==> src/hw/sm3_expnd_pkg.sv <==
`default_nettype none

package sm3_expnd_pkg;

    localparam int WORD_W = 32;

    typedef logic [WORD_W-1:0] word_t;

    localparam int BLK_WORDS  = 16;
    localparam int OUT_PAIRS  = 64;
    localparam int PRE_WORDS  = 5;   // w0..w4 before the first pair
    localparam int PRE_BUFF_N = 4;
    localparam int PRE_CNT_W  = 3;

    // W16..W67, W67 only feeds W'63
    localparam int EXPND_ROUNDS = OUT_PAIRS + PRE_BUFF_N - BLK_WORDS;

    localparam int WCNT_W    = $clog2(BLK_WORDS);
    localparam int EXP_CNT_W = $clog2(EXPND_ROUNDS + 1);
    localparam int WIN_OUT   = BLK_WORDS - PRE_WORDS;   // window slot of W_j

    localparam logic [WCNT_W-1:0]    WCNT_PRE_LAST = WCNT_W'(PRE_WORDS - 1);
    localparam logic [WCNT_W-1:0]    WCNT_BLK_LAST = WCNT_W'(BLK_WORDS - 1);
    localparam logic [EXP_CNT_W-1:0] EXP_CNT_PRE   = EXP_CNT_W'(EXPND_ROUNDS - PRE_BUFF_N);
    localparam logic [EXP_CNT_W-1:0] EXP_CNT_LAST  = EXP_CNT_W'(EXPND_ROUNDS);
    localparam logic [PRE_CNT_W-1:0] PRE_FULL      = PRE_CNT_W'(PRE_BUFF_N);

    // one-hot controller states
    typedef enum logic [6:0] {
        IDLE           = 7'b000_0001,
        LOAD_FIRST     = 7'b000_0010,   // w0..w4
        LOAD_OUT       = 7'b000_0100,   // w5..w15, one pair per word
        EXPND          = 7'b000_1000,
        EXPND_PREFETCH = 7'b001_0000,
        WAIT_PREFETCH  = 7'b010_0000,
        RAPID_LOAD     = 7'b100_0000
    } ctrl_state_t;

endpackage

`default_nettype wire
==> src/hw/sm3_expnd_core.sv <==
`timescale 1ns/10ps
`default_nettype none

module sm3_expnd_core (
    input  wire                          clk,
    input  wire                          rst_n,
    input  wire sm3_expnd_pkg::word_t    pad_word_i,
    input  wire                          pad_vld_i,
    input  wire                          pad_lst_i,
    output logic                         pad_rdy_o,
    output sm3_expnd_pkg::word_t         expnd_wj_o,
    output sm3_expnd_pkg::word_t         expnd_wjj_o,
    output logic                         expnd_vld_o,
    output logic                         expnd_lst_o
);

    logic                                                 prefetch_wr;
    logic [sm3_expnd_pkg::PRE_CNT_W-1:0]                  prefetch_cnt;
    logic                                                 win_shift;
    logic                                                 win_from_input;
    logic                                                 rapid_load;
    logic                                                 pair_vld;
    logic                                                 pair_lst;
    sm3_expnd_pkg::ctrl_state_t                           ctrl_state;
    sm3_expnd_pkg::word_t [sm3_expnd_pkg::PRE_BUFF_N-1:0] pre_words;
    sm3_expnd_pkg::word_t                                 win_wj;
    sm3_expnd_pkg::word_t                                 win_wjp4;

    sm3_expnd_ctrl u_ctrl (
        .clk              (clk),
        .rst_n            (rst_n),
        .pad_vld_i        (pad_vld_i),
        .pad_lst_i        (pad_lst_i),
        .prefetch_cnt_i   (prefetch_cnt),
        .pad_rdy_o        (pad_rdy_o),
        .prefetch_wr_o    (prefetch_wr),
        .rapid_load_o     (rapid_load),
        .win_shift_o      (win_shift),
        .win_from_input_o (win_from_input),
        .pair_vld_o       (pair_vld),
        .pair_lst_o       (pair_lst),
        .state_o          (ctrl_state)
    );

    // next block w0..w3 while the window still expands
    sm3_prefetch_buf u_prefetch_buf (
        .clk         (clk),
        .rst_n       (rst_n),
        .wr_i        (prefetch_wr),
        .clr_i       (rapid_load),
        .word_i      (pad_word_i),
        .pre_words_o (pre_words),
        .cnt_o       (prefetch_cnt)
    );

    sm3_word_window u_word_window (
        .clk          (clk),
        .rst_n        (rst_n),
        .shift_i      (win_shift),
        .from_input_i (win_from_input),
        .rapid_load_i (rapid_load),
        .word_i       (pad_word_i),
        .pre_words_i  (pre_words),
        .wj_o         (win_wj),
        .wjp4_o       (win_wjp4)
    );

    sm3_expnd_out u_expnd_out (
        .clk         (clk),
        .rst_n       (rst_n),
        .wj_i        (win_wj),
        .wjp4_i      (win_wjp4),
        .pair_vld_i  (pair_vld),
        .pair_lst_i  (pair_lst),
        .state_i     (ctrl_state),
        .expnd_wj_o  (expnd_wj_o),
        .expnd_wjj_o (expnd_wjj_o),
        .expnd_vld_o (expnd_vld_o),
        .expnd_lst_o (expnd_lst_o)
    );

endmodule

`default_nettype wire

==> src/hw/sm3_expnd_out.sv <==
`timescale 1ns/10ps
`default_nettype none

module sm3_expnd_out (
    input  wire                                 clk,
    input  wire                                 rst_n,
    input  wire sm3_expnd_pkg::word_t           wj_i,
    input  wire sm3_expnd_pkg::word_t           wjp4_i,
    input  wire                                 pair_vld_i,
    input  wire                                 pair_lst_i,
    input  wire sm3_expnd_pkg::ctrl_state_t     state_i,
    output sm3_expnd_pkg::word_t                expnd_wj_o,
    output sm3_expnd_pkg::word_t                expnd_wjj_o,
    output logic                                expnd_vld_o,
    output logic                                expnd_lst_o
);

    sm3_expnd_pkg::word_t wjj;

    assign wjj = wj_i ^ wjp4_i;   // W'_j

    always_ff @(posedge clk or negedge rst_n) begin
        if (!rst_n) begin
            expnd_vld_o <= 1'b0;
            expnd_lst_o <= 1'b0;
        end else begin
            expnd_vld_o <= pair_vld_i;
            expnd_lst_o <= pair_lst_i;
        end
    end

    always_ff @(posedge clk or negedge rst_n) begin
        if (!rst_n) begin
            expnd_wj_o  <= '0;
            expnd_wjj_o <= '0;
        end else if (pair_vld_i) begin
            expnd_wj_o  <= wj_i;
            expnd_wjj_o <= wjj;
        end
    end

endmodule

`default_nettype wire

==> src/hw/sm3_word_window.sv <==
`timescale 1ns/10ps
`default_nettype none

module sm3_word_window (
    input  wire                                                  clk,
    input  wire                                                  rst_n,
    input  wire                                                  shift_i,
    input  wire                                                  from_input_i,
    input  wire                                                  rapid_load_i,
    input  wire sm3_expnd_pkg::word_t                            word_i,
    input  wire sm3_expnd_pkg::word_t [sm3_expnd_pkg::PRE_BUFF_N-1:0] pre_words_i,
    output sm3_expnd_pkg::word_t                                 wj_o,
    output sm3_expnd_pkg::word_t                                 wjp4_o
);

    sm3_expnd_pkg::word_t win_q [sm3_expnd_pkg::BLK_WORDS];
    sm3_expnd_pkg::word_t p1_in;
    sm3_expnd_pkg::word_t exp_word;
    sm3_expnd_pkg::word_t new_word;

    function automatic sm3_expnd_pkg::word_t rotl(
        input sm3_expnd_pkg::word_t x,
        input int unsigned          n
    );
        rotl = (x << n) | (x >> (sm3_expnd_pkg::WORD_W - n));
    endfunction

    function automatic sm3_expnd_pkg::word_t p1(input sm3_expnd_pkg::word_t x);
        p1 = x ^ rotl(x, 15) ^ rotl(x, 23);
    endfunction

    // slot 15 holds W_{j-1}, so slot k holds W_{j-16+k}
    assign p1_in    = win_q[0] ^ win_q[7] ^ rotl(win_q[13], 15);
    assign exp_word = p1(p1_in) ^ rotl(win_q[3], 7) ^ win_q[10];

    assign new_word = from_input_i ? word_i : exp_word;

    always_ff @(posedge clk or negedge rst_n) begin
        if (!rst_n) begin
            for (int i = 0; i < sm3_expnd_pkg::BLK_WORDS; i++) begin
                win_q[i] <= '0;
            end
        end else if (shift_i) begin
            for (int i = 0; i < sm3_expnd_pkg::BLK_WORDS - 1; i++) begin
                win_q[i] <= win_q[i+1];
            end
            win_q[sm3_expnd_pkg::BLK_WORDS-1] <= new_word;
        end else if (rapid_load_i) begin
            // next block w0..w3 from the buffer, w4 straight from input
            for (int i = 0; i < sm3_expnd_pkg::PRE_BUFF_N; i++) begin
                win_q[sm3_expnd_pkg::WIN_OUT+i] <= pre_words_i[i];
            end
            win_q[sm3_expnd_pkg::BLK_WORDS-1] <= word_i;
        end
    end

    assign wj_o   = win_q[sm3_expnd_pkg::WIN_OUT];
    assign wjp4_o = win_q[sm3_expnd_pkg::BLK_WORDS-1];   // W_{j+4}

endmodule

`default_nettype wire

==> src/hw/sm3_prefetch_buf.sv <==
`timescale 1ns/10ps
`default_nettype none

module sm3_prefetch_buf (
    input  wire                                                  clk,
    input  wire                                                  rst_n,
    input  wire                                                  wr_i,
    input  wire                                                  clr_i,
    input  wire sm3_expnd_pkg::word_t                            word_i,
    output sm3_expnd_pkg::word_t [sm3_expnd_pkg::PRE_BUFF_N-1:0] pre_words_o,
    output logic [sm3_expnd_pkg::PRE_CNT_W-1:0]                  cnt_o
);

    sm3_expnd_pkg::word_t [sm3_expnd_pkg::PRE_BUFF_N-1:0] pre_q;
    logic [sm3_expnd_pkg::PRE_CNT_W-1:0]                  cnt_q;

    // oldest word ends up at index 0
    always_ff @(posedge clk or negedge rst_n) begin
        if (!rst_n) begin
            pre_q <= '0;
        end else if (wr_i) begin
            pre_q <= {word_i, pre_q[sm3_expnd_pkg::PRE_BUFF_N-1:1]};
        end
    end

    always_ff @(posedge clk or negedge rst_n) begin
        if (!rst_n) begin
            cnt_q <= '0;
        end else if (clr_i) begin
            cnt_q <= '0;   // words moved into the window
        end else if (wr_i && cnt_q != sm3_expnd_pkg::PRE_FULL) begin
            cnt_q <= cnt_q + 1'b1;
        end
    end

    assign pre_words_o = pre_q;
    assign cnt_o       = cnt_q;

endmodule

`default_nettype wire

==> src/hw/sm3_expnd_ctrl.sv <==
`timescale 1ns/10ps
`default_nettype none

module sm3_expnd_ctrl (
    input  wire                                  clk,
    input  wire                                  rst_n,
    input  wire                                  pad_vld_i,
    input  wire                                  pad_lst_i,
    input  wire [sm3_expnd_pkg::PRE_CNT_W-1:0]   prefetch_cnt_i,
    output logic                                 pad_rdy_o,
    output logic                                 prefetch_wr_o,
    output logic                                 rapid_load_o,
    output logic                                 win_shift_o,
    output logic                                 win_from_input_o,
    output logic                                 pair_vld_o,
    output logic                                 pair_lst_o,
    output sm3_expnd_pkg::ctrl_state_t           state_o
);

    sm3_expnd_pkg::ctrl_state_t              state_q;
    sm3_expnd_pkg::ctrl_state_t              state_d;
    logic [sm3_expnd_pkg::WCNT_W-1:0]        word_cnt_q;
    logic [sm3_expnd_pkg::EXP_CNT_W-1:0]     exp_cnt_q;
    logic                                    lst_blk_q;
    logic                                    accept;
    logic                                    pre_full;
    logic                                    load_st;
    logic                                    prefetch_st;
    logic                                    exp_last;
    logic                                    exp_act;

    assign pre_full    = prefetch_cnt_i == sm3_expnd_pkg::PRE_FULL;
    assign load_st     = state_q inside {sm3_expnd_pkg::IDLE, sm3_expnd_pkg::LOAD_FIRST,
                                         sm3_expnd_pkg::LOAD_OUT};
    assign prefetch_st = state_q inside {sm3_expnd_pkg::EXPND_PREFETCH,
                                         sm3_expnd_pkg::WAIT_PREFETCH};

    // 53rd expansion cycle is the first one spent in the wait state
    assign exp_last = state_q == sm3_expnd_pkg::WAIT_PREFETCH
                   && exp_cnt_q == sm3_expnd_pkg::EXP_CNT_LAST;
    assign exp_act  = state_q == sm3_expnd_pkg::EXPND
                   || state_q == sm3_expnd_pkg::EXPND_PREFETCH
                   || exp_last;

    always_comb begin
        case (state_q)
            sm3_expnd_pkg::EXPND: begin
                pad_rdy_o = 1'b0;   // window busy expanding
            end
            sm3_expnd_pkg::EXPND_PREFETCH,
            sm3_expnd_pkg::WAIT_PREFETCH: begin
                pad_rdy_o = !pre_full;
            end
            default: begin
                pad_rdy_o = 1'b1;
            end
        endcase
    end

    assign accept = pad_vld_i && pad_rdy_o;

    assign prefetch_wr_o    = prefetch_st && accept;
    assign rapid_load_o     = state_q == sm3_expnd_pkg::RAPID_LOAD && accept;
    assign win_from_input_o = load_st;
    assign win_shift_o      = (load_st && accept) || exp_act;
    assign pair_vld_o       = (state_q == sm3_expnd_pkg::LOAD_OUT && accept) || exp_act;
    assign pair_lst_o       = exp_last && lst_blk_q;
    assign state_o          = state_q;

    always_comb begin
        state_d = state_q;
        case (state_q)
            sm3_expnd_pkg::IDLE: begin
                if (accept) begin
                    state_d = sm3_expnd_pkg::LOAD_FIRST;
                end
            end
            sm3_expnd_pkg::LOAD_FIRST: begin
                if (accept && word_cnt_q == sm3_expnd_pkg::WCNT_PRE_LAST) begin
                    state_d = sm3_expnd_pkg::LOAD_OUT;
                end
            end
            sm3_expnd_pkg::LOAD_OUT: begin
                if (accept && word_cnt_q == sm3_expnd_pkg::WCNT_BLK_LAST) begin
                    state_d = sm3_expnd_pkg::EXPND;
                end
            end
            sm3_expnd_pkg::EXPND: begin
                if (exp_cnt_q == sm3_expnd_pkg::EXP_CNT_PRE) begin
                    state_d = sm3_expnd_pkg::EXPND_PREFETCH;
                end
            end
            sm3_expnd_pkg::EXPND_PREFETCH: begin
                if (exp_cnt_q == sm3_expnd_pkg::EXP_CNT_LAST - 1'b1) begin
                    state_d = sm3_expnd_pkg::WAIT_PREFETCH;
                end
            end
            sm3_expnd_pkg::WAIT_PREFETCH: begin
                if (pre_full) begin
                    state_d = sm3_expnd_pkg::RAPID_LOAD;
                end else if (prefetch_cnt_i == '0 && !accept) begin
                    state_d = sm3_expnd_pkg::IDLE;   // nothing of the next block yet
                end
            end
            sm3_expnd_pkg::RAPID_LOAD: begin
                if (accept) begin
                    state_d = sm3_expnd_pkg::LOAD_OUT;   // w4 arrived
                end
            end
            default: begin
                state_d = sm3_expnd_pkg::IDLE;
            end
        endcase
    end

    always_ff @(posedge clk or negedge rst_n) begin
        if (!rst_n) begin
            state_q <= sm3_expnd_pkg::IDLE;
        end else begin
            state_q <= state_d;
        end
    end

    // wraps after w15, prefetch words count as w0..w3
    always_ff @(posedge clk or negedge rst_n) begin
        if (!rst_n) begin
            word_cnt_q <= '0;
        end else if (accept) begin
            word_cnt_q <= word_cnt_q + 1'b1;
        end
    end

    always_ff @(posedge clk or negedge rst_n) begin
        if (!rst_n) begin
            exp_cnt_q <= '0;
        end else if (exp_last) begin
            exp_cnt_q <= '0;
        end else if (exp_act) begin
            exp_cnt_q <= exp_cnt_q + 1'b1;
        end
    end

    always_ff @(posedge clk or negedge rst_n) begin
        if (!rst_n) begin
            lst_blk_q <= 1'b0;
        end else if (accept && pad_lst_i) begin
            lst_blk_q <= 1'b1;
        end else if (pair_lst_o) begin
            lst_blk_q <= 1'b0;
        end
    end

endmodule

`default_nettype wire

==> config.mk <==
export PLATFORM = sky130hd
export DESIGN_NAME = sm3_expnd_core
export DESIGN_NICKNAME = d
export VERILOG_FILES = /design/src/hw/sm3_expnd_pkg.sv /design/src/hw/sm3_expnd_core.sv /design/src/hw/sm3_expnd_out.sv /design/src/hw/sm3_word_window.sv /design/src/hw/sm3_prefetch_buf.sv /design/src/hw/sm3_expnd_ctrl.sv
export SDC_FILE = /design/constraint.sdc
export NUM_CORES = 1
export LEC_CHECK = 0
export ABC_AREA = 1
export BUFFER_PORTS_ARGS = -buffer_cell sky130_fd_sc_hd__clkbuf_2
export CELL_PAD_IN_SITES_DETAIL_PLACEMENT = 0
export CELL_PAD_IN_SITES_GLOBAL_PLACEMENT = 1
export CORE_MARGIN = 5
export CORE_UTILIZATION = 43
export CTS_CLUSTER_SIZE = 25
export DETAILED_ROUTE_END_ITERATION = 12
export HOLD_SLACK_MARGIN = 0.08
export PLACE_DENSITY = 0.87
export REMOVE_ABC_BUFFERS = 1
export SLEW_MARGIN = 20
export SYNTH_ARGS = -nofsm -noshare
export SYNTH_HDL_FRONTEND = slang
export SYNTH_SLANG_ARGS = --single-unit
==> constraint.sdc <==
create_clock -name clk -period 2.1 [get_ports clk]
set_clock_uncertainty 0.1 [all_clocks]
set_input_delay 0.105 -clock clk [delete_from_list [all_inputs] [get_ports clk]]
set_output_delay 0.105 -clock clk [all_outputs]
set_load 0.01 [all_outputs]
==> run summary <==
Setup violations remaining at the end of the flow were counted as 272. The final reports fail on setup timing. Area fraction of the dominant cell type after synthesis: 0.559. The final total power was 69.3 mW.

By startpoint and endpoint, the worst setup path is classified as flop to flop. The worst setup path is launched from a flop. Detailed-router iteration count before antenna repair: 6. Summed over all nets, the half-perimeter wirelength after detailed placement is 56400 µm. Post-synthesis share of cell area spent on xor and xnor gates: 0.00944.

The H-tree depth is 3. The number of port buffers is 102, and the part of the cycle the worst path needs is 1.05. Share of layout cells above drive strength 1: 0.173.

After synthesis, the cell types taking the most area are sky130_fd_sc_hd__dfrtp_1 (56%), sky130_fd_sc_hd__nand2_1 (15%), sky130_fd_sc_hd__nand3_1 (7.4%). The clock reaches the later pin of the worst-skew pair after 0.63 ns. The slowest cell on the critical path was sky130_fd_sc_hd__dfrtp_1.

The analysis attributes to cell leakage a power of 20.2 nW. The run gives 3 as the buffer depth of the longest clock path. The synthesis-to-layout area growth was 27.0%; the synthesized-area fraction occupied by and/or/nand/nor cells was 0.289. The filler cells instantiated in the layout total 6544. Number of cells traversed by the worst register-to-register path: 15. TritonCTS built the clock tree. The run gives 0 as the final max-slew violation count. The floorplan step set the die height to 285 µm. The die covers 81100 µm². After detailed routing, the number of remaining DRC violations is 0. Sequential cell area fraction in the yosys report: 0.560.

The total count of hold-check failures in the final report is 0. In this run the worst path has a maximum fanout of 14. Total global routing track utilization: 0.215. A synthesized cell averages 8.24 µm². The first global-routing pass estimated 143000 µm of wire.

Among all cell types in the netlist, the one instantiated most often is sky130_fd_sc_hd__nand2_1. In this run, synthesis inferred 0 flip-flops with an integrated enable. The post-synthesis share of cell area spent on full adders, half adders and majority gates came out at 0.00231.

The most frequently used flop master after synthesis was sky130_fd_sc_hd__dfrtp_1. Mux share of post-synthesis cell area: 0. The die is 285 µm wide.

Library cell with the largest summed area after synthesis: sky130_fd_sc_hd__dfrtp_1. Setup repair after global routing could not meet its margin everywhere. The synthesized netlist occupies a cell area of 32500 µm². VDD sags by at most 0.000870 V. The logs give 0.299 for the met1 track demand over resource in global routing and 1 for the initial antenna violation count.

The tools report the least setup slack across all paths after layout as -0.108 ns. The number of buffer and inverter stages on the critical path was 7. Dividing total power by cell area gives a power density of 1680 nW/µm².

The dominant combinational cell family by area after synthesis was simple AND/OR/NAND/NOR gates. Cell count along the critical path: 15. The cell that appears most often on the critical path is sky130_fd_sc_hd__nand2_4. The async set-reset flop share out of synthesis was 1.00; the total grt overflow was 0. For the worst setup path, the data required time is 2.54 ns. For this run, the slowest stage of the critical path takes 0.41 ns. The number of storage elements in the synthesis netlist is 727, and the number of distinct library cell variants in the gate-level netlist after synthesis is 28. The class of the worst hold path was input pin to flop. The layer flagged by global routing as most heavily used is met2.

The run gives 2438 as the detailed router's first-iteration violation count. The run gives 79 as the total clock buffers created by CTS. At the pin with the least slew margin, the transition time is 0.913 ns.

Using the TritonRoute via totals, the vias-per-cell ratio works out to 5.28. The cell sitting at the root of the clock tree is a sky130_fd_sc_hd__clkbuf_16. Synthesis handed over a netlist of 3941 instances. Entering global routing, the biggest net connects 100 pins. STA classifies the critical path endpoint as a flop. The data arrival time of the critical path was 2.65 ns; the fmax was 453 MHz. At the end of routability-driven placement, the weighted congestion stood at 0.813. CTS saw 727 sinks. Once detail routing completed, the nets flagged for antenna violations numbered 0. Cell family contributing the most delay on the critical path: buffers and inverters. The time the worst path needs with I/O delays and setup was 2.21 ns.

The run finished, with violations left. The number of antenna diodes in the final layout is 0. The number of placement rows was 100; the clock edge transition at the registers on the reported setup and hold paths was 0.06 ns. For this block, the routed nets add up to 94200 µm of wire. The worst-case headroom to the max-slew limit was 0.390; the met2 track demand over resource was 0.348.

The fraction of the mapped netlist area in compound gates is 0.0678. Counting instances, the worst hold path has a depth of 4. The initial core utilization was 0.435.

The run gives 103 as the number of top-level pins. The signal on the critical path passes through inv_2 > nand2_4 > nor2_4 > nand2_4 > buf_6 > nand2_4 > inv_4 > nand2_8 > clkinv_8 > buf_6 > o21ai_4 > buf_12 > clkbuf_16 > nor2_2 > a21oi_1. The region available for standard cell placement spans 74700 µm². In the final routed layout, each cell accounts on average for 17.9 µm. The routed layout has 27800 vias. The tools report the via count of the first global-routing pass as 26700. The aggregate negative setup slack came out at -8.61 ns. The Yosys step of the flow raised 0 warnings.

Across the run, the number of max-cap violations was 0. The met3 demand-to-capacity share in global routing was 0.0402; the final-stage net count was 4273. By count the netlist is led by sky130_fd_sc_hd__nand2_1 (1336), sky130_fd_sc_hd__dfrtp_1 (726), sky130_fd_sc_hd__nand3_1 (482), sky130_fd_sc_hd__inv_1 (317).
-- per-layer routing --
metal	part of all wire	vias up
met5	0	-
met4	0.029	0
met3	0.057	164
met2	0.47	717
met1	0.45	13600
li1	-	13300
-- final timing paths --
kind | from | to | slack, ns
setup / recovery | u_ctrl.state_o[1]$_DFFE_PN0P_ | u_expnd_out.expnd_wjj_o[20]$_DFFE_PN0P_ | -0.11
hold reg to reg | u_word_window.win_q[444]$_DFFE_PN0N_ | u_word_window.win_q[476]$_DFFE_PN0N_ | 0.36
hold / removal | pad_word_i[9] | u_prefetch_buf.pre_words_o[105]$_DFFE_PN0P_ | 0.15
min in group asynchronous | rst_n | u_expnd_out.expnd_wj_o[18]$_DFFE_PN0P_ | 0.64
max in group asynchronous | rst_n | u_prefetch_buf.pre_words_o[55]$_DFFE_PN0P_ | 0.42
setup reg to reg | u_ctrl.state_o[1]$_DFFE_PN0P_ | u_expnd_out.expnd_wjj_o[20]$_DFFE_PN0P_ | -0.11
-- where the power goes --
group	internal [mW]	total (mW)	switching, mW
Combinational	12.9	30.5	17.6
Sequential	20.1	24.3	4.26
Clock	8.70	14.5	5.81
-- cell families after synthesis --
logic type / Yosys count
buffers and inverters: 535
AO/OA/AOI/OAI: 440
adder cells (fa/ha/maj): 6
XOR/XNOR: 35
AND/OR/NAND/NOR: 2198
flip-flops: 727
-- placed cells by master (no fill, tap or decap), types with 16 or more instances in the layout --
cell type,instances
sky130_fd_sc_hd__a21oi_1,137
sky130_fd_sc_hd__a21oi_2,30
sky130_fd_sc_hd__buf_12,78
sky130_fd_sc_hd__buf_16,22
sky130_fd_sc_hd__buf_4,113
sky130_fd_sc_hd__buf_6,22
sky130_fd_sc_hd__clkbuf_1,16
sky130_fd_sc_hd__clkbuf_16,107
sky130_fd_sc_hd__clkbuf_2,100
sky130_fd_sc_hd__clkbuf_8,16
sky130_fd_sc_hd__dfrtp_1,725
sky130_fd_sc_hd__dlygate4sd3_1,39
sky130_fd_sc_hd__inv_1,313
sky130_fd_sc_hd__nand2_1,1264
sky130_fd_sc_hd__nand2_2,62
sky130_fd_sc_hd__nand3_1,462
sky130_fd_sc_hd__nand3_2,19
sky130_fd_sc_hd__nand3b_1,18
sky130_fd_sc_hd__nand4_1,136
sky130_fd_sc_hd__nor2_1,142
sky130_fd_sc_hd__nor2_2,18
sky130_fd_sc_hd__nor2_4,21
sky130_fd_sc_hd__o21ai_0,151
sky130_fd_sc_hd__o21ai_1,100
sky130_fd_sc_hd__o21ai_2,20
sky130_fd_sc_hd__or2_2,32
sky130_fd_sc_hd__xnor2_1,33
-- worst reg2reg max path: stages, from the launching register on --
cell and delay (ns):
sky130_fd_sc_hd__dfrtp_1 0.41, sky130_fd_sc_hd__inv_2 0.09, sky130_fd_sc_hd__nand2_4 0.06, sky130_fd_sc_hd__nor2_4 0.14
sky130_fd_sc_hd__nand2_4 0.07, sky130_fd_sc_hd__buf_6 0.12, sky130_fd_sc_hd__nand2_4 0.08, sky130_fd_sc_hd__inv_4 0.05
sky130_fd_sc_hd__nand2_8 0.10, sky130_fd_sc_hd__clkinv_8 0.09, sky130_fd_sc_hd__buf_6 0.13, sky130_fd_sc_hd__o21ai_4 0.09
sky130_fd_sc_hd__buf_12 0.21, sky130_fd_sc_hd__clkbuf_16 0.24, sky130_fd_sc_hd__nor2_2 0.05, sky130_fd_sc_hd__a21oi_1 0.11
-- flip-flops by register name, summed over array words and instances, names as in the netlist, 3 cells and up --
register / count
u_expnd_out.expnd_wjj_o: 32
u_ctrl.state_o: 7
u_ctrl.exp_cnt_q: 6
u_word_window.wj_o: 32
u_word_window.win_q: 448
u_ctrl.word_cnt_q: 4
u_expnd_out.expnd_wj_o: 32
u_word_window.wjp4_o: 32
u_prefetch_buf.pre_words_o: 128
u_prefetch_buf.cnt_o: 3
-- layout make-up --
cell class	instances	area [µm²]	area share
clock buffer	114	2330	0.0565
timing repair buffer	415	5050	0.123
clock inverter	25	355	0.00861
tap	969	1210	0.0294
multi-input combinational	2683	12900	0.312
sequential	727	18200	0.441
inverter	325	1250	0.0304
-- what timing repair did --
item,CTS,global route
setup buffers,32,23
endpoints found under the hold margin,808,0
endpoints found under the setup margin,469,607
pin swaps,12,38
cloned,19,32
hold buffers,39,0
gates resized for setup,98,261
-- through the flow --
stage	area, µm²	instances	setup slack (ns)	utilization	hold WS [ns]
floorplan	31400	3731	-9.31	-	-0.291
global placement	35300	4979	-0.0241	0.472	-0.104
detailed placement	35300	4979	-0.0950	0.472	-0.104
CTS	39600	5208	-0.0976	0.530	0.118
global route	41300	5258	-0.200	0.552	0.146
finish	41300	5258	-0.108	0.552	0.147
Note: power is estimated with default switching activity, not from simulation.
